==> config.mk <==
export PLATFORM = sky130hd
export DESIGN_NAME = mips_core
export DESIGN_NICKNAME = d
export VERILOG_FILES = /design/src/common/mips_types_pkg.sv /design/src/datapath/datapath.sv /design/src/hw/alu.sv /design/src/hw/decode_unit.sv /design/src/hw/forwarding_unit.sv /design/src/hw/hazard_unit.sv /design/src/hw/mips_core.sv /design/src/hw/register_file.sv /design/src/hw/request_unit.sv
export VERILOG_INCLUDE_DIRS = /design/src /design/src/common
export SDC_FILE = /design/constraint.sdc
export NUM_CORES = 2
export LEC_CHECK = 0
export BUFFER_PORTS_ARGS = -buffer_cell sky130_fd_sc_hd__buf_2
export CAP_MARGIN = 20
export CORE_ASPECT_RATIO = 1.25
export CORE_MARGIN = 8
export CORE_UTILIZATION = 44
export DETAILED_ROUTE_END_ITERATION = 10
export PLACE_DENSITY = 0.66
export SLEW_MARGIN = 20
export SYNTH_ARGS = -nofsm -noshare
export SYNTH_HDL_FRONTEND = slang
export SYNTH_HIERARCHICAL = 1
export SYNTH_SLANG_ARGS = --single-unit
export TNS_END_PERCENT = 100
==> constraint.sdc <==
create_clock -name CLK -period 7.5 [get_ports CLK]
set_input_delay 1.5 -clock CLK [delete_from_list [all_inputs] [get_ports CLK]]
set_output_delay 1.5 -clock CLK [all_outputs]
set_load 0.05 [all_outputs]
==> src/common/mips_macros.svh <==
`ifndef MIPS_MACROS_SVH
`define MIPS_MACROS_SVH

// Address of the first instruction fetched after reset
`define MIPS_PC_INIT 32'h0000_0000

// Architectural register count
`define MIPS_NREGS 32

`endif

==> src/common/mips_types_pkg.sv <==
`default_nettype none

package mips_types_pkg;

  typedef logic [31:0] word_t;
  typedef logic [4:0]  regbits_t;

  typedef enum logic [3:0] {
    ALU_SLL,
    ALU_ADD,
    ALU_SUB,
    ALU_AND,
    ALU_OR,
    ALU_SLT
  } aluop_t;

  typedef enum logic [1:0] {RFIN_ALU, RFIN_RAM, RFIN_NPC, RFIN_LUI} rfin_sel_t;
  typedef enum logic [1:0] {ALUB_RDAT, ALUB_EXT, ALUB_SHAMT} alub_sel_t;
  typedef enum logic [1:0] {PC_NPC, PC_BR, PC_JMP, PC_REG} pc_sel_t;
  typedef enum logic {SEL_STD, SEL_FWD} fwd_sel_t;

  typedef struct packed {
    aluop_t    aluop;
    alub_sel_t alub_sel;
    logic      wen;
    rfin_sel_t rfin_sel;
    regbits_t  wsel;
    logic      dread;
    logic      dwrite;
    logic      halt;
    logic      bne;
    logic      sign_ext;
    pc_sel_t   pc_sel;
    logic      is_branch;
  } ctrl_t;

  typedef struct packed {
    word_t instr;
    word_t npc;
  } if_id_t;

  typedef struct packed {
    ctrl_t    ctrl;
    word_t    npc;
    word_t    rdat1;
    word_t    rdat2;
    word_t    imm;
    regbits_t rs;
    regbits_t rt;
    regbits_t shamt;
  } id_ex_t;

  // dload is filled in place when the data memory answers
  typedef struct packed {
    ctrl_t ctrl;
    word_t result;
    word_t store;
    word_t dload;
  } ex_mem_t;

  typedef struct packed {
    ctrl_t ctrl;
    word_t result;
    word_t dload;
  } mem_wb_t;

  typedef struct packed {
    word_t iaddr;
    word_t daddr;
    word_t dstore;
    logic  dread;
    logic  dwrite;
  } mem_req_t;

endpackage

`default_nettype wire

==> src/datapath/datapath.sv <==
`timescale 1ns/1ns
`default_nettype none

`include "mips_macros.svh"

module datapath (
  input  logic                     CLK,
  input  logic                     nRST,
  input  logic                     ihit_i,
  input  logic                     dhit_i,
  input  mips_types_pkg::word_t    imemload_i,
  input  mips_types_pkg::word_t    dmemload_i,
  output mips_types_pkg::mem_req_t req_o,
  output logic                     halt_o
);

  mips_types_pkg::word_t    pc, pc4, next_pc, br_target, jmp_target;
  mips_types_pkg::if_id_t   if_id;
  mips_types_pkg::id_ex_t   id_ex, id_ex_next;
  mips_types_pkg::ex_mem_t  ex_mem;
  mips_types_pkg::mem_wb_t  mem_wb;
  mips_types_pkg::ctrl_t    id_ctrl;
  mips_types_pkg::regbits_t id_rs, id_rt;
  mips_types_pkg::word_t    id_imm, rdat1, rdat2, br_a, br_b, br_fwd;
  mips_types_pkg::fwd_sel_t a_sel, b_sel, br_rs_sel, br_rt_sel;
  mips_types_pkg::word_t    a_fwd, b_fwd, alu_a, alu_b, ex_b, alu_out, ex_result, wb_dat;
  logic redirect, stall, mem_busy, mem_load, adv;

  // Whole pipeline waits on an outstanding data access
  assign mem_busy = ex_mem.ctrl.dread | ex_mem.ctrl.dwrite;
  assign adv      = ihit_i & ~mem_busy;
  assign mem_load = (ex_mem.ctrl.rfin_sel == mips_types_pkg::RFIN_RAM);

  // Fetch
  assign pc4 = pc + 32'd4;

  always_ff @(posedge CLK, negedge nRST) begin
    if (!nRST) begin
      pc    <= `MIPS_PC_INIT;
      if_id <= '0;
    end else if (adv && !stall) begin
      pc    <= next_pc;
      if_id <= redirect ? '0 : '{instr: imemload_i, npc: pc4};
    end
  end

  // Decode, branches and jumps resolve here
  decode_unit decode_unit_i (
    .instr_i(if_id.instr), .ctrl_o(id_ctrl), .rsel1_o(id_rs), .rsel2_o(id_rt), .imm_o(id_imm)
  );

  register_file register_file_i (
    .CLK, .nRST, .wen_i(mem_wb.ctrl.wen), .wsel_i(mem_wb.ctrl.wsel), .wdat_i(wb_dat),
    .rsel1_i(id_rs), .rsel2_i(id_rt), .rdat1_o(rdat1), .rdat2_o(rdat2)
  );

  hazard_unit hazard_unit_i (
    .id_rs_i(id_rs), .id_rt_i(id_rt), .id_is_branch_i(id_ctrl.is_branch),
    .ex_dread_i(id_ex.ctrl.dread), .ex_wen_i(id_ex.ctrl.wen), .ex_dest_i(id_ex.ctrl.wsel),
    .mem_dread_i(mem_load), .mem_dest_i(ex_mem.ctrl.wsel), .stall_o(stall)
  );

  assign br_a       = (br_rs_sel == mips_types_pkg::SEL_FWD) ? br_fwd : rdat1;
  assign br_b       = (br_rt_sel == mips_types_pkg::SEL_FWD) ? br_fwd : rdat2;
  assign br_target  = if_id.npc + {id_imm[29:0], 2'b00};
  assign jmp_target = {if_id.npc[31:28], if_id.instr[25:0], 2'b00};

  always_comb begin
    case (id_ctrl.pc_sel)
      mips_types_pkg::PC_BR:  redirect = id_ctrl.halt | ((br_a == br_b) ^ id_ctrl.bne);
      mips_types_pkg::PC_NPC: redirect = 1'b0;
      default:                redirect = 1'b1;
    endcase
    case (id_ctrl.pc_sel)
      mips_types_pkg::PC_BR:  next_pc = redirect ? br_target : pc4;
      mips_types_pkg::PC_JMP: next_pc = jmp_target;
      mips_types_pkg::PC_REG: next_pc = br_a;
      default:                next_pc = pc4;
    endcase
  end

  assign id_ex_next = '{ctrl: id_ctrl, npc: if_id.npc, rdat1: rdat1, rdat2: rdat2,
                        imm: id_imm, rs: id_rs, rt: id_rt, shamt: if_id.instr[10:6]};

  always_ff @(posedge CLK, negedge nRST) begin
    if (!nRST) begin
      id_ex <= '0;
    end else if (adv) begin
      id_ex <= stall ? '0 : id_ex_next;
    end
  end

  // Execute
  forwarding_unit forwarding_unit_i (
    .id_rs_i(id_rs), .id_rt_i(id_rt), .ex_rs_i(id_ex.rs), .ex_rt_i(id_ex.rt),
    .mem_wen_i(ex_mem.ctrl.wen && !mem_load), .mem_dest_i(ex_mem.ctrl.wsel),
    .mem_val_i(ex_mem.result), .wb_wen_i(mem_wb.ctrl.wen), .wb_dest_i(mem_wb.ctrl.wsel),
    .wb_val_i(wb_dat), .a_sel_o(a_sel), .b_sel_o(b_sel), .a_val_o(a_fwd), .b_val_o(b_fwd),
    .br_rs_sel_o(br_rs_sel), .br_rt_sel_o(br_rt_sel), .br_val_o(br_fwd)
  );

  assign alu_a = (a_sel == mips_types_pkg::SEL_FWD) ? a_fwd : id_ex.rdat1;
  assign ex_b  = (b_sel == mips_types_pkg::SEL_FWD) ? b_fwd : id_ex.rdat2;

  always_comb begin
    case (id_ex.ctrl.alub_sel)
      mips_types_pkg::ALUB_EXT:   alu_b = id_ex.imm;
      mips_types_pkg::ALUB_SHAMT: alu_b = {27'd0, id_ex.shamt};
      default:                    alu_b = ex_b;
    endcase
    case (id_ex.ctrl.rfin_sel)
      mips_types_pkg::RFIN_NPC: ex_result = id_ex.npc;
      mips_types_pkg::RFIN_LUI: ex_result = {id_ex.imm[15:0], 16'd0};
      default:                  ex_result = alu_out;
    endcase
  end

  alu alu_i (.op_i(id_ex.ctrl.aluop), .a_i(alu_a), .b_i(alu_b), .out_o(alu_out), .zero_o());

  // Memory, enables drop once dhit has returned the data
  always_ff @(posedge CLK, negedge nRST) begin
    if (!nRST) begin
      ex_mem <= '0;
    end else if (adv) begin
      ex_mem.ctrl   <= id_ex.ctrl;
      ex_mem.result <= ex_result;
      ex_mem.store  <= ex_b;
    end else if (dhit_i && mem_busy) begin
      ex_mem.ctrl.dread  <= 1'b0;
      ex_mem.ctrl.dwrite <= 1'b0;
      ex_mem.dload       <= dmemload_i;
    end
  end

  // Enables are those of the instruction entering the memory stage
  assign req_o.iaddr  = pc;
  assign req_o.daddr  = ex_mem.result;
  assign req_o.dstore = ex_mem.store;
  assign req_o.dread  = id_ex.ctrl.dread;
  assign req_o.dwrite = id_ex.ctrl.dwrite;

  // Writeback
  always_ff @(posedge CLK, negedge nRST) begin
    if (!nRST) begin
      mem_wb <= '0;
    end else if (adv) begin
      mem_wb <= '{ctrl: ex_mem.ctrl, result: ex_mem.result, dload: ex_mem.dload};
    end
  end

  assign wb_dat = (mem_wb.ctrl.rfin_sel == mips_types_pkg::RFIN_RAM) ? mem_wb.dload :
                                                                       mem_wb.result;

  always_ff @(posedge CLK, negedge nRST) begin
    if (!nRST) begin
      halt_o <= 1'b0;
    end else if (mem_wb.ctrl.halt) begin
      halt_o <= 1'b1;
    end
  end

endmodule

`default_nettype wire

==> src/hw/alu.sv <==
`timescale 1ns/1ns
`default_nettype none

module alu (
  input  mips_types_pkg::aluop_t op_i,
  input  mips_types_pkg::word_t  a_i,
  input  mips_types_pkg::word_t  b_i,
  output mips_types_pkg::word_t  out_o,
  output logic                   zero_o
);

  always_comb begin
    case (op_i)
      mips_types_pkg::ALU_SLL: out_o = a_i << b_i[4:0];
      mips_types_pkg::ALU_ADD: out_o = a_i + b_i;
      mips_types_pkg::ALU_SUB: out_o = a_i - b_i;
      mips_types_pkg::ALU_AND: out_o = a_i & b_i;
      mips_types_pkg::ALU_OR:  out_o = a_i | b_i;
      // Signed compare
      mips_types_pkg::ALU_SLT: out_o = {31'd0, $signed(a_i) < $signed(b_i)};
      default:                 out_o = '0;
    endcase
  end

  assign zero_o = (out_o == '0);

endmodule

`default_nettype wire

==> src/hw/decode_unit.sv <==
`timescale 1ns/1ns
`default_nettype none

module decode_unit (
  input  mips_types_pkg::word_t    instr_i,
  output mips_types_pkg::ctrl_t    ctrl_o,
  output mips_types_pkg::regbits_t rsel1_o,
  output mips_types_pkg::regbits_t rsel2_o,
  output mips_types_pkg::word_t    imm_o
);

  logic [5:0] opcode;
  logic [5:0] funct;
  mips_types_pkg::regbits_t rs;
  mips_types_pkg::regbits_t rt;
  mips_types_pkg::regbits_t rd;

  assign opcode = instr_i[31:26];
  assign funct  = instr_i[5:0];
  assign rs     = instr_i[25:21];
  assign rt     = instr_i[20:16];
  assign rd     = instr_i[15:11];

  always_comb begin
    ctrl_o       = '0;
    ctrl_o.aluop = mips_types_pkg::ALU_ADD;
    rsel1_o      = rs;
    rsel2_o      = rt;
    case (opcode)
      6'h00: begin
        ctrl_o.wen  = 1'b1;
        ctrl_o.wsel = rd;
        case (funct)
          6'h00: begin
            // SLL shifts rt, so rt goes on the A side
            ctrl_o.aluop    = mips_types_pkg::ALU_SLL;
            ctrl_o.alub_sel = mips_types_pkg::ALUB_SHAMT;
            rsel1_o         = rt;
          end
          6'h21: ctrl_o.aluop = mips_types_pkg::ALU_ADD;
          6'h23: ctrl_o.aluop = mips_types_pkg::ALU_SUB;
          6'h24: ctrl_o.aluop = mips_types_pkg::ALU_AND;
          6'h25: ctrl_o.aluop = mips_types_pkg::ALU_OR;
          6'h2a: ctrl_o.aluop = mips_types_pkg::ALU_SLT;
          6'h08: begin
            ctrl_o.wen       = 1'b0;
            ctrl_o.pc_sel    = mips_types_pkg::PC_REG;
            ctrl_o.is_branch = 1'b1;
          end
          default: ctrl_o.wen = 1'b0;
        endcase
      end
      6'h09, 6'h0d, 6'h0f, 6'h23: begin
        ctrl_o.alub_sel = mips_types_pkg::ALUB_EXT;
        ctrl_o.wen      = 1'b1;
        ctrl_o.wsel     = rt;
        ctrl_o.sign_ext = (opcode == 6'h09) || (opcode == 6'h23);
        if (opcode == 6'h0d) begin
          ctrl_o.aluop = mips_types_pkg::ALU_OR;
        end
        if (opcode == 6'h0f) begin
          ctrl_o.rfin_sel = mips_types_pkg::RFIN_LUI;
        end
        if (opcode == 6'h23) begin
          ctrl_o.rfin_sel = mips_types_pkg::RFIN_RAM;
          ctrl_o.dread    = 1'b1;
        end
      end
      6'h2b: begin
        ctrl_o.alub_sel = mips_types_pkg::ALUB_EXT;
        ctrl_o.sign_ext = 1'b1;
        ctrl_o.dwrite   = 1'b1;
      end
      6'h04, 6'h05: begin
        ctrl_o.pc_sel    = mips_types_pkg::PC_BR;
        ctrl_o.is_branch = 1'b1;
        ctrl_o.sign_ext  = 1'b1;
        ctrl_o.bne       = opcode[0];
      end
      6'h02, 6'h03: begin
        ctrl_o.pc_sel = mips_types_pkg::PC_JMP;
        if (opcode[0]) begin
          ctrl_o.wen      = 1'b1;
          ctrl_o.wsel     = 5'd31;
          ctrl_o.rfin_sel = mips_types_pkg::RFIN_NPC;
        end
      end
      // HALT is a taken branch back onto itself
      6'h3f: begin
        ctrl_o.halt   = 1'b1;
        ctrl_o.pc_sel = mips_types_pkg::PC_BR;
      end
      default: ;
    endcase
  end

  assign imm_o = ctrl_o.halt     ? '1 :
                 ctrl_o.sign_ext ? {{16{instr_i[15]}}, instr_i[15:0]} :
                                   {16'd0, instr_i[15:0]};

endmodule

`default_nettype wire

==> src/hw/forwarding_unit.sv <==
`timescale 1ns/1ns
`default_nettype none

module forwarding_unit (
  input  mips_types_pkg::regbits_t id_rs_i,
  input  mips_types_pkg::regbits_t id_rt_i,
  input  mips_types_pkg::regbits_t ex_rs_i,
  input  mips_types_pkg::regbits_t ex_rt_i,
  input  logic                     mem_wen_i,
  input  mips_types_pkg::regbits_t mem_dest_i,
  input  mips_types_pkg::word_t    mem_val_i,
  input  logic                     wb_wen_i,
  input  mips_types_pkg::regbits_t wb_dest_i,
  input  mips_types_pkg::word_t    wb_val_i,
  output mips_types_pkg::fwd_sel_t a_sel_o,
  output mips_types_pkg::fwd_sel_t b_sel_o,
  output mips_types_pkg::word_t    a_val_o,
  output mips_types_pkg::word_t    b_val_o,
  output mips_types_pkg::fwd_sel_t br_rs_sel_o,
  output mips_types_pkg::fwd_sel_t br_rt_sel_o,
  output mips_types_pkg::word_t    br_val_o
);

  logic a_mem, a_wb, b_mem, b_wb;

  function automatic logic match(input logic wen, input mips_types_pkg::regbits_t dest,
                                 input mips_types_pkg::regbits_t src);
    return wen && dest != '0 && dest == src;
  endfunction

  assign a_mem = match(mem_wen_i, mem_dest_i, ex_rs_i);
  assign b_mem = match(mem_wen_i, mem_dest_i, ex_rt_i);
  assign a_wb  = match(wb_wen_i, wb_dest_i, ex_rs_i);
  assign b_wb  = match(wb_wen_i, wb_dest_i, ex_rt_i);

  // Youngest result wins
  assign a_sel_o = (a_mem || a_wb) ? mips_types_pkg::SEL_FWD : mips_types_pkg::SEL_STD;
  assign b_sel_o = (b_mem || b_wb) ? mips_types_pkg::SEL_FWD : mips_types_pkg::SEL_STD;
  assign a_val_o = a_mem ? mem_val_i : wb_val_i;
  assign b_val_o = b_mem ? mem_val_i : wb_val_i;

  // Branch compare in decode, writeback is already visible in the register file
  assign br_rs_sel_o = match(mem_wen_i, mem_dest_i, id_rs_i) ? mips_types_pkg::SEL_FWD :
                                                                mips_types_pkg::SEL_STD;
  assign br_rt_sel_o = match(mem_wen_i, mem_dest_i, id_rt_i) ? mips_types_pkg::SEL_FWD :
                                                                mips_types_pkg::SEL_STD;
  assign br_val_o    = mem_val_i;

endmodule

`default_nettype wire

==> src/hw/hazard_unit.sv <==
`timescale 1ns/1ns
`default_nettype none

module hazard_unit (
  input  mips_types_pkg::regbits_t id_rs_i,
  input  mips_types_pkg::regbits_t id_rt_i,
  input  logic                     id_is_branch_i,
  input  logic                     ex_dread_i,
  input  logic                     ex_wen_i,
  input  mips_types_pkg::regbits_t ex_dest_i,
  input  logic                     mem_dread_i,
  input  mips_types_pkg::regbits_t mem_dest_i,
  output logic                     stall_o
);

  logic ex_dep, mem_dep;

  assign ex_dep  = ex_wen_i && ex_dest_i != '0 &&
                   (ex_dest_i == id_rs_i || ex_dest_i == id_rt_i);
  assign mem_dep = mem_dread_i && mem_dest_i != '0 &&
                   (mem_dest_i == id_rs_i || mem_dest_i == id_rt_i);

  // Load-use, or a branch whose operand is not yet available
  assign stall_o = (ex_dep && (ex_dread_i || id_is_branch_i)) ||
                   (mem_dep && id_is_branch_i);

endmodule

`default_nettype wire

==> src/hw/mips_core.sv <==
`timescale 1ns/1ns
`default_nettype none

module mips_core (
  input  logic                  CLK,
  input  logic                  nRST,
  input  mips_types_pkg::word_t imemload_i,
  input  logic                  ihit_i,
  input  mips_types_pkg::word_t dmemload_i,
  input  logic                  dhit_i,
  output mips_types_pkg::word_t imemaddr_o,
  output mips_types_pkg::word_t dmemaddr_o,
  output mips_types_pkg::word_t dmemstore_o,
  output logic                  dmemren_o,
  output logic                  dmemwen_o,
  output logic                  halt_o
);

  mips_types_pkg::mem_req_t req;

  datapath datapath_i (
    .CLK, .nRST, .ihit_i, .dhit_i, .imemload_i, .dmemload_i, .req_o(req), .halt_o
  );

  request_unit request_unit_i (
    .CLK, .nRST, .ihit_i, .dhit_i, .dread_i(req.dread), .dwrite_i(req.dwrite),
    .dmemren_o, .dmemwen_o
  );

  assign imemaddr_o  = req.iaddr;
  assign dmemaddr_o  = req.daddr;
  assign dmemstore_o = req.dstore;

endmodule

`default_nettype wire

==> src/hw/register_file.sv <==
`timescale 1ns/1ns
`default_nettype none

`include "mips_macros.svh"

module register_file (
  input  logic                     CLK,
  input  logic                     nRST,
  input  logic                     wen_i,
  input  mips_types_pkg::regbits_t wsel_i,
  input  mips_types_pkg::word_t    wdat_i,
  input  mips_types_pkg::regbits_t rsel1_i,
  input  mips_types_pkg::regbits_t rsel2_i,
  output mips_types_pkg::word_t    rdat1_o,
  output mips_types_pkg::word_t    rdat2_o
);

  mips_types_pkg::word_t regs [`MIPS_NREGS];

  // Falling edge write, decode reads the new value in the same cycle
  always_ff @(negedge CLK, negedge nRST) begin
    if (!nRST) begin
      for (int i = 0; i < `MIPS_NREGS; i++) begin
        regs[i] <= '0;
      end
    end else if (wen_i && wsel_i != '0) begin
      regs[wsel_i] <= wdat_i;
    end
  end

  assign rdat1_o = regs[rsel1_i];
  assign rdat2_o = regs[rsel2_i];

endmodule

`default_nettype wire

==> src/hw/request_unit.sv <==
`timescale 1ns/1ns
`default_nettype none

module request_unit (
  input  logic CLK,
  input  logic nRST,
  input  logic ihit_i,
  input  logic dhit_i,
  input  logic dread_i,
  input  logic dwrite_i,
  output logic dmemren_o,
  output logic dmemwen_o
);

  // The memory stage only advances while no access is outstanding
  always_ff @(posedge CLK, negedge nRST) begin
    if (!nRST) begin
      dmemren_o <= 1'b0;
      dmemwen_o <= 1'b0;
    end else if (dhit_i) begin
      dmemren_o <= 1'b0;
      dmemwen_o <= 1'b0;
    end else if (ihit_i && !dmemren_o && !dmemwen_o) begin
      dmemren_o <= dread_i;
      dmemwen_o <= dwrite_i;
    end
  end

endmodule

`default_nettype wire

==> impl_metrics.ini <==
[critical_path]
max_stage_delay_ns = 0.36
endpoint_kind = register
crit_arrival_ns = 8.72
critPathLaunchType = register
crit_slowest_cell = dfrtn_1
crit_fanout = 7
path_cells = mux2i_1 -> a22o_1 -> nor3_1 -> a31oi_1 -> nand3_1 -> buf_6 -> xnor2_4 -> buf_6 -> nand4_1 -> o21ai_1 -> buf_4 -> nand2_2 -> o41ai_2 -> nor4b_4 -> buf_6 -> mux2i_4 -> buf_6 -> and2_4 -> nor2_4 -> buf_12 -> clkbuf_16 -> a22o_1
critical_path_class = reg2reg
crit_required_ns = 8.20
crit_top_cell = buf_6

[layout]
nNetsFinal = 8784
synthToLayoutAreaGrowth_pct = 12.7
design_area_mm2 = 0.100
final_cell_mix = mux2_2 (1,118), mux2i_1 (1,115), nand2_1 (1,072), dfrtn_1 (1,024), buf_4 (489)
final_common_cell = mux2_2
fillers = 18000
drive_gt1_share_pct = 27.1

[timing]
max_slew_margin_pct = 22.8
worst_slack_ns = -0.521
hold_viol = 0
tightest_slew_ns = 1.15
timing.hold.ws_ns = 0.349
skew_ns = 0.129
finalSetupViolCount = 96
rsz0062_at_grt = yes
maxSlewViolCount = 0

[outcome]
failed_checks = setup timing
status = finished with violations

[placement]
detailed_place_hpwl_um = 224000
dpl_cell_area_mm2 = 0.0943
dp_worst_setup_slack_ns = -1.21
routabilityCongestion = 1.00
port_buffers = 166

[clock_network]
clockBufferDepth = 3
path_clk_slew_ns = 0.06
cts_buffers = 153
cts_tree = built
clk_latency_ns = 0.85
cts_root_buf = clkbuf_16
cts_sinks = 1463
postCtsHoldBufs = 0
htreeDepth = 4

[detailed_routing]
wl_per_cell_um = 29.8
vias = 71600
wl_um = 340000
ant_nets = 0
drc = 0
viasPerCell = 6.29
drtPass1Iterations = 6
drt_iter0_drc = 7205

[power]
leakagePower_uw = 0.0478
power.density_mw_per_mm2 = 287
finalPower_uw = 28800
vdd_drop_max_v = 0.000268

[min_path]
hp-class = reg2reg

[synthesis]
synthesis.instances = 8534
ys_warn_count = 6
synth.avg_cell_area_um2 = 10.4
synthesis.nets = 8742
netlist_area_mm2 = 0.0889

[global_route]
grtUsageMet1_pct = 35.5
grt_antenna_before_repair = 9
grt_max_degree = 176
grt-busiest-layer = met2
use_met3_pct = 5.21
grt_usage_pct = 30.0
grt_pass1_wl_um = 491000
overflow = 0
met2_usage_pct = 48.5
grt_pass1_vias = 72600

[floorplanning]
initial_core_util_pct = 44.2
io_pins = 167
die_h_um = 518
core_area_mm2 = 0.201
die_w_um = 418
die_area_mm2 = 0.217
rows = 184

[job]
maxCapViolations = 0
==> per-stage QoR <==
stage                     instances  utilization (%)  setup TNS, ns
after floorplan                8534                -              0
after global placement        11100             46.9        -101.14
after detailed placement      11100             46.9        -103.43
after CTS                     11400             49.7         -26.02
after global routing          11400             49.8         -45.79
final                         11400             49.8         -39.73
==> critical path: cells and delay by family, from the launching register on <==
kind	cells	cell delay, ns
buf+inv	7	1.16
simple gates	7	1.00
compound gates	5	0.97
mux	2	0.43
flops	1	0.36
xor+xnor	1	0.28
==> layout make-up <==
| type | instances | area (um^2) | area share (%) |
|---|---|---|---|
| repair buffers | 746 | 6150 | 6.14 |
| clock inverters | 40 | 505 | 0.505 |
| clock buffers | 233 | 4630 | 4.62 |
| inverters | 122 | 458 | 0.457 |
| flip-flops and latches | 1463 | 36600 | 36.6 |
| multi-input cells | 6090 | 48400 | 48.3 |
| well taps | 2697 | 3370 | 3.37 |
| diodes | 3 | 7.51 | 0.00749 |
==> flip-flops by register name, indices dropped and copies added (netlist names) <==
signal / flops
datapath_i/register_file_i/regs: 1024
datapath_i/id_ex: 158
datapath_i/mem_wb: 73
datapath_i/req_o: 66
datapath_i/ex_mem: 43
datapath_i/id_ex_next: 37
datapath_i/pc: 32
datapath_i/if_id: 27
datapath_i/halt_o: 1
request_unit_i/dmemren_o: 1
request_unit_i/dmemwen_o: 1
==> report_power, final <==
| part | switching [uW] | internal, uW |
|---|---|---|
| registers | 1120 | 8800 |
| logic | 7190 | 3730 |
| clock network | 3360 | 4560 |
| total | 11700 | 17100 |
==> layer usage <==
metal	share of wire (%)	routed length, um	vias to the layer above
li1	-	-	30700
met4	9.4	31800	8
met1	37	127000	36300
met2	46	157000	3350
met5	0.014	46	-
met3	7.0	23800	1219
==> worst paths after layout <==
| kind | endpoint | cells after the start | startpoint | slack (ns) |
|---|---|---|---|---|
| min in group asynchronous | datapath_i/mem_wb[79] | 2 | nRST | 1.16 |
| max in group asynchronous | datapath_i/register_file_i/regs[939] | 2 | nRST | 2.01 |
| worst max-delay path | datapath_i/if_id[35] | 22 | datapath_i/register_file_i/regs[997] | -0.52 |
| worst max register to register | datapath_i/if_id[35] | 22 | datapath_i/register_file_i/regs[997] | -0.52 |
| worst min register to register | datapath_i/register_file_i/regs[1007] | 0 | datapath_i/register_file_i/regs[1007] | 0.35 |
| worst min-delay path | datapath_i/register_file_i/regs[1007] | 0 | datapath_i/register_file_i/regs[1007] | 0.35 |
==> timing repair <==
action,4_1_cts,5_1_grt
resized for setup,77,34
pin swaps,18,19
setup buffers,15,9
endpoints found under the setup margin,96,96
cloned,3,5
Power figures use the tool's default switching activity.
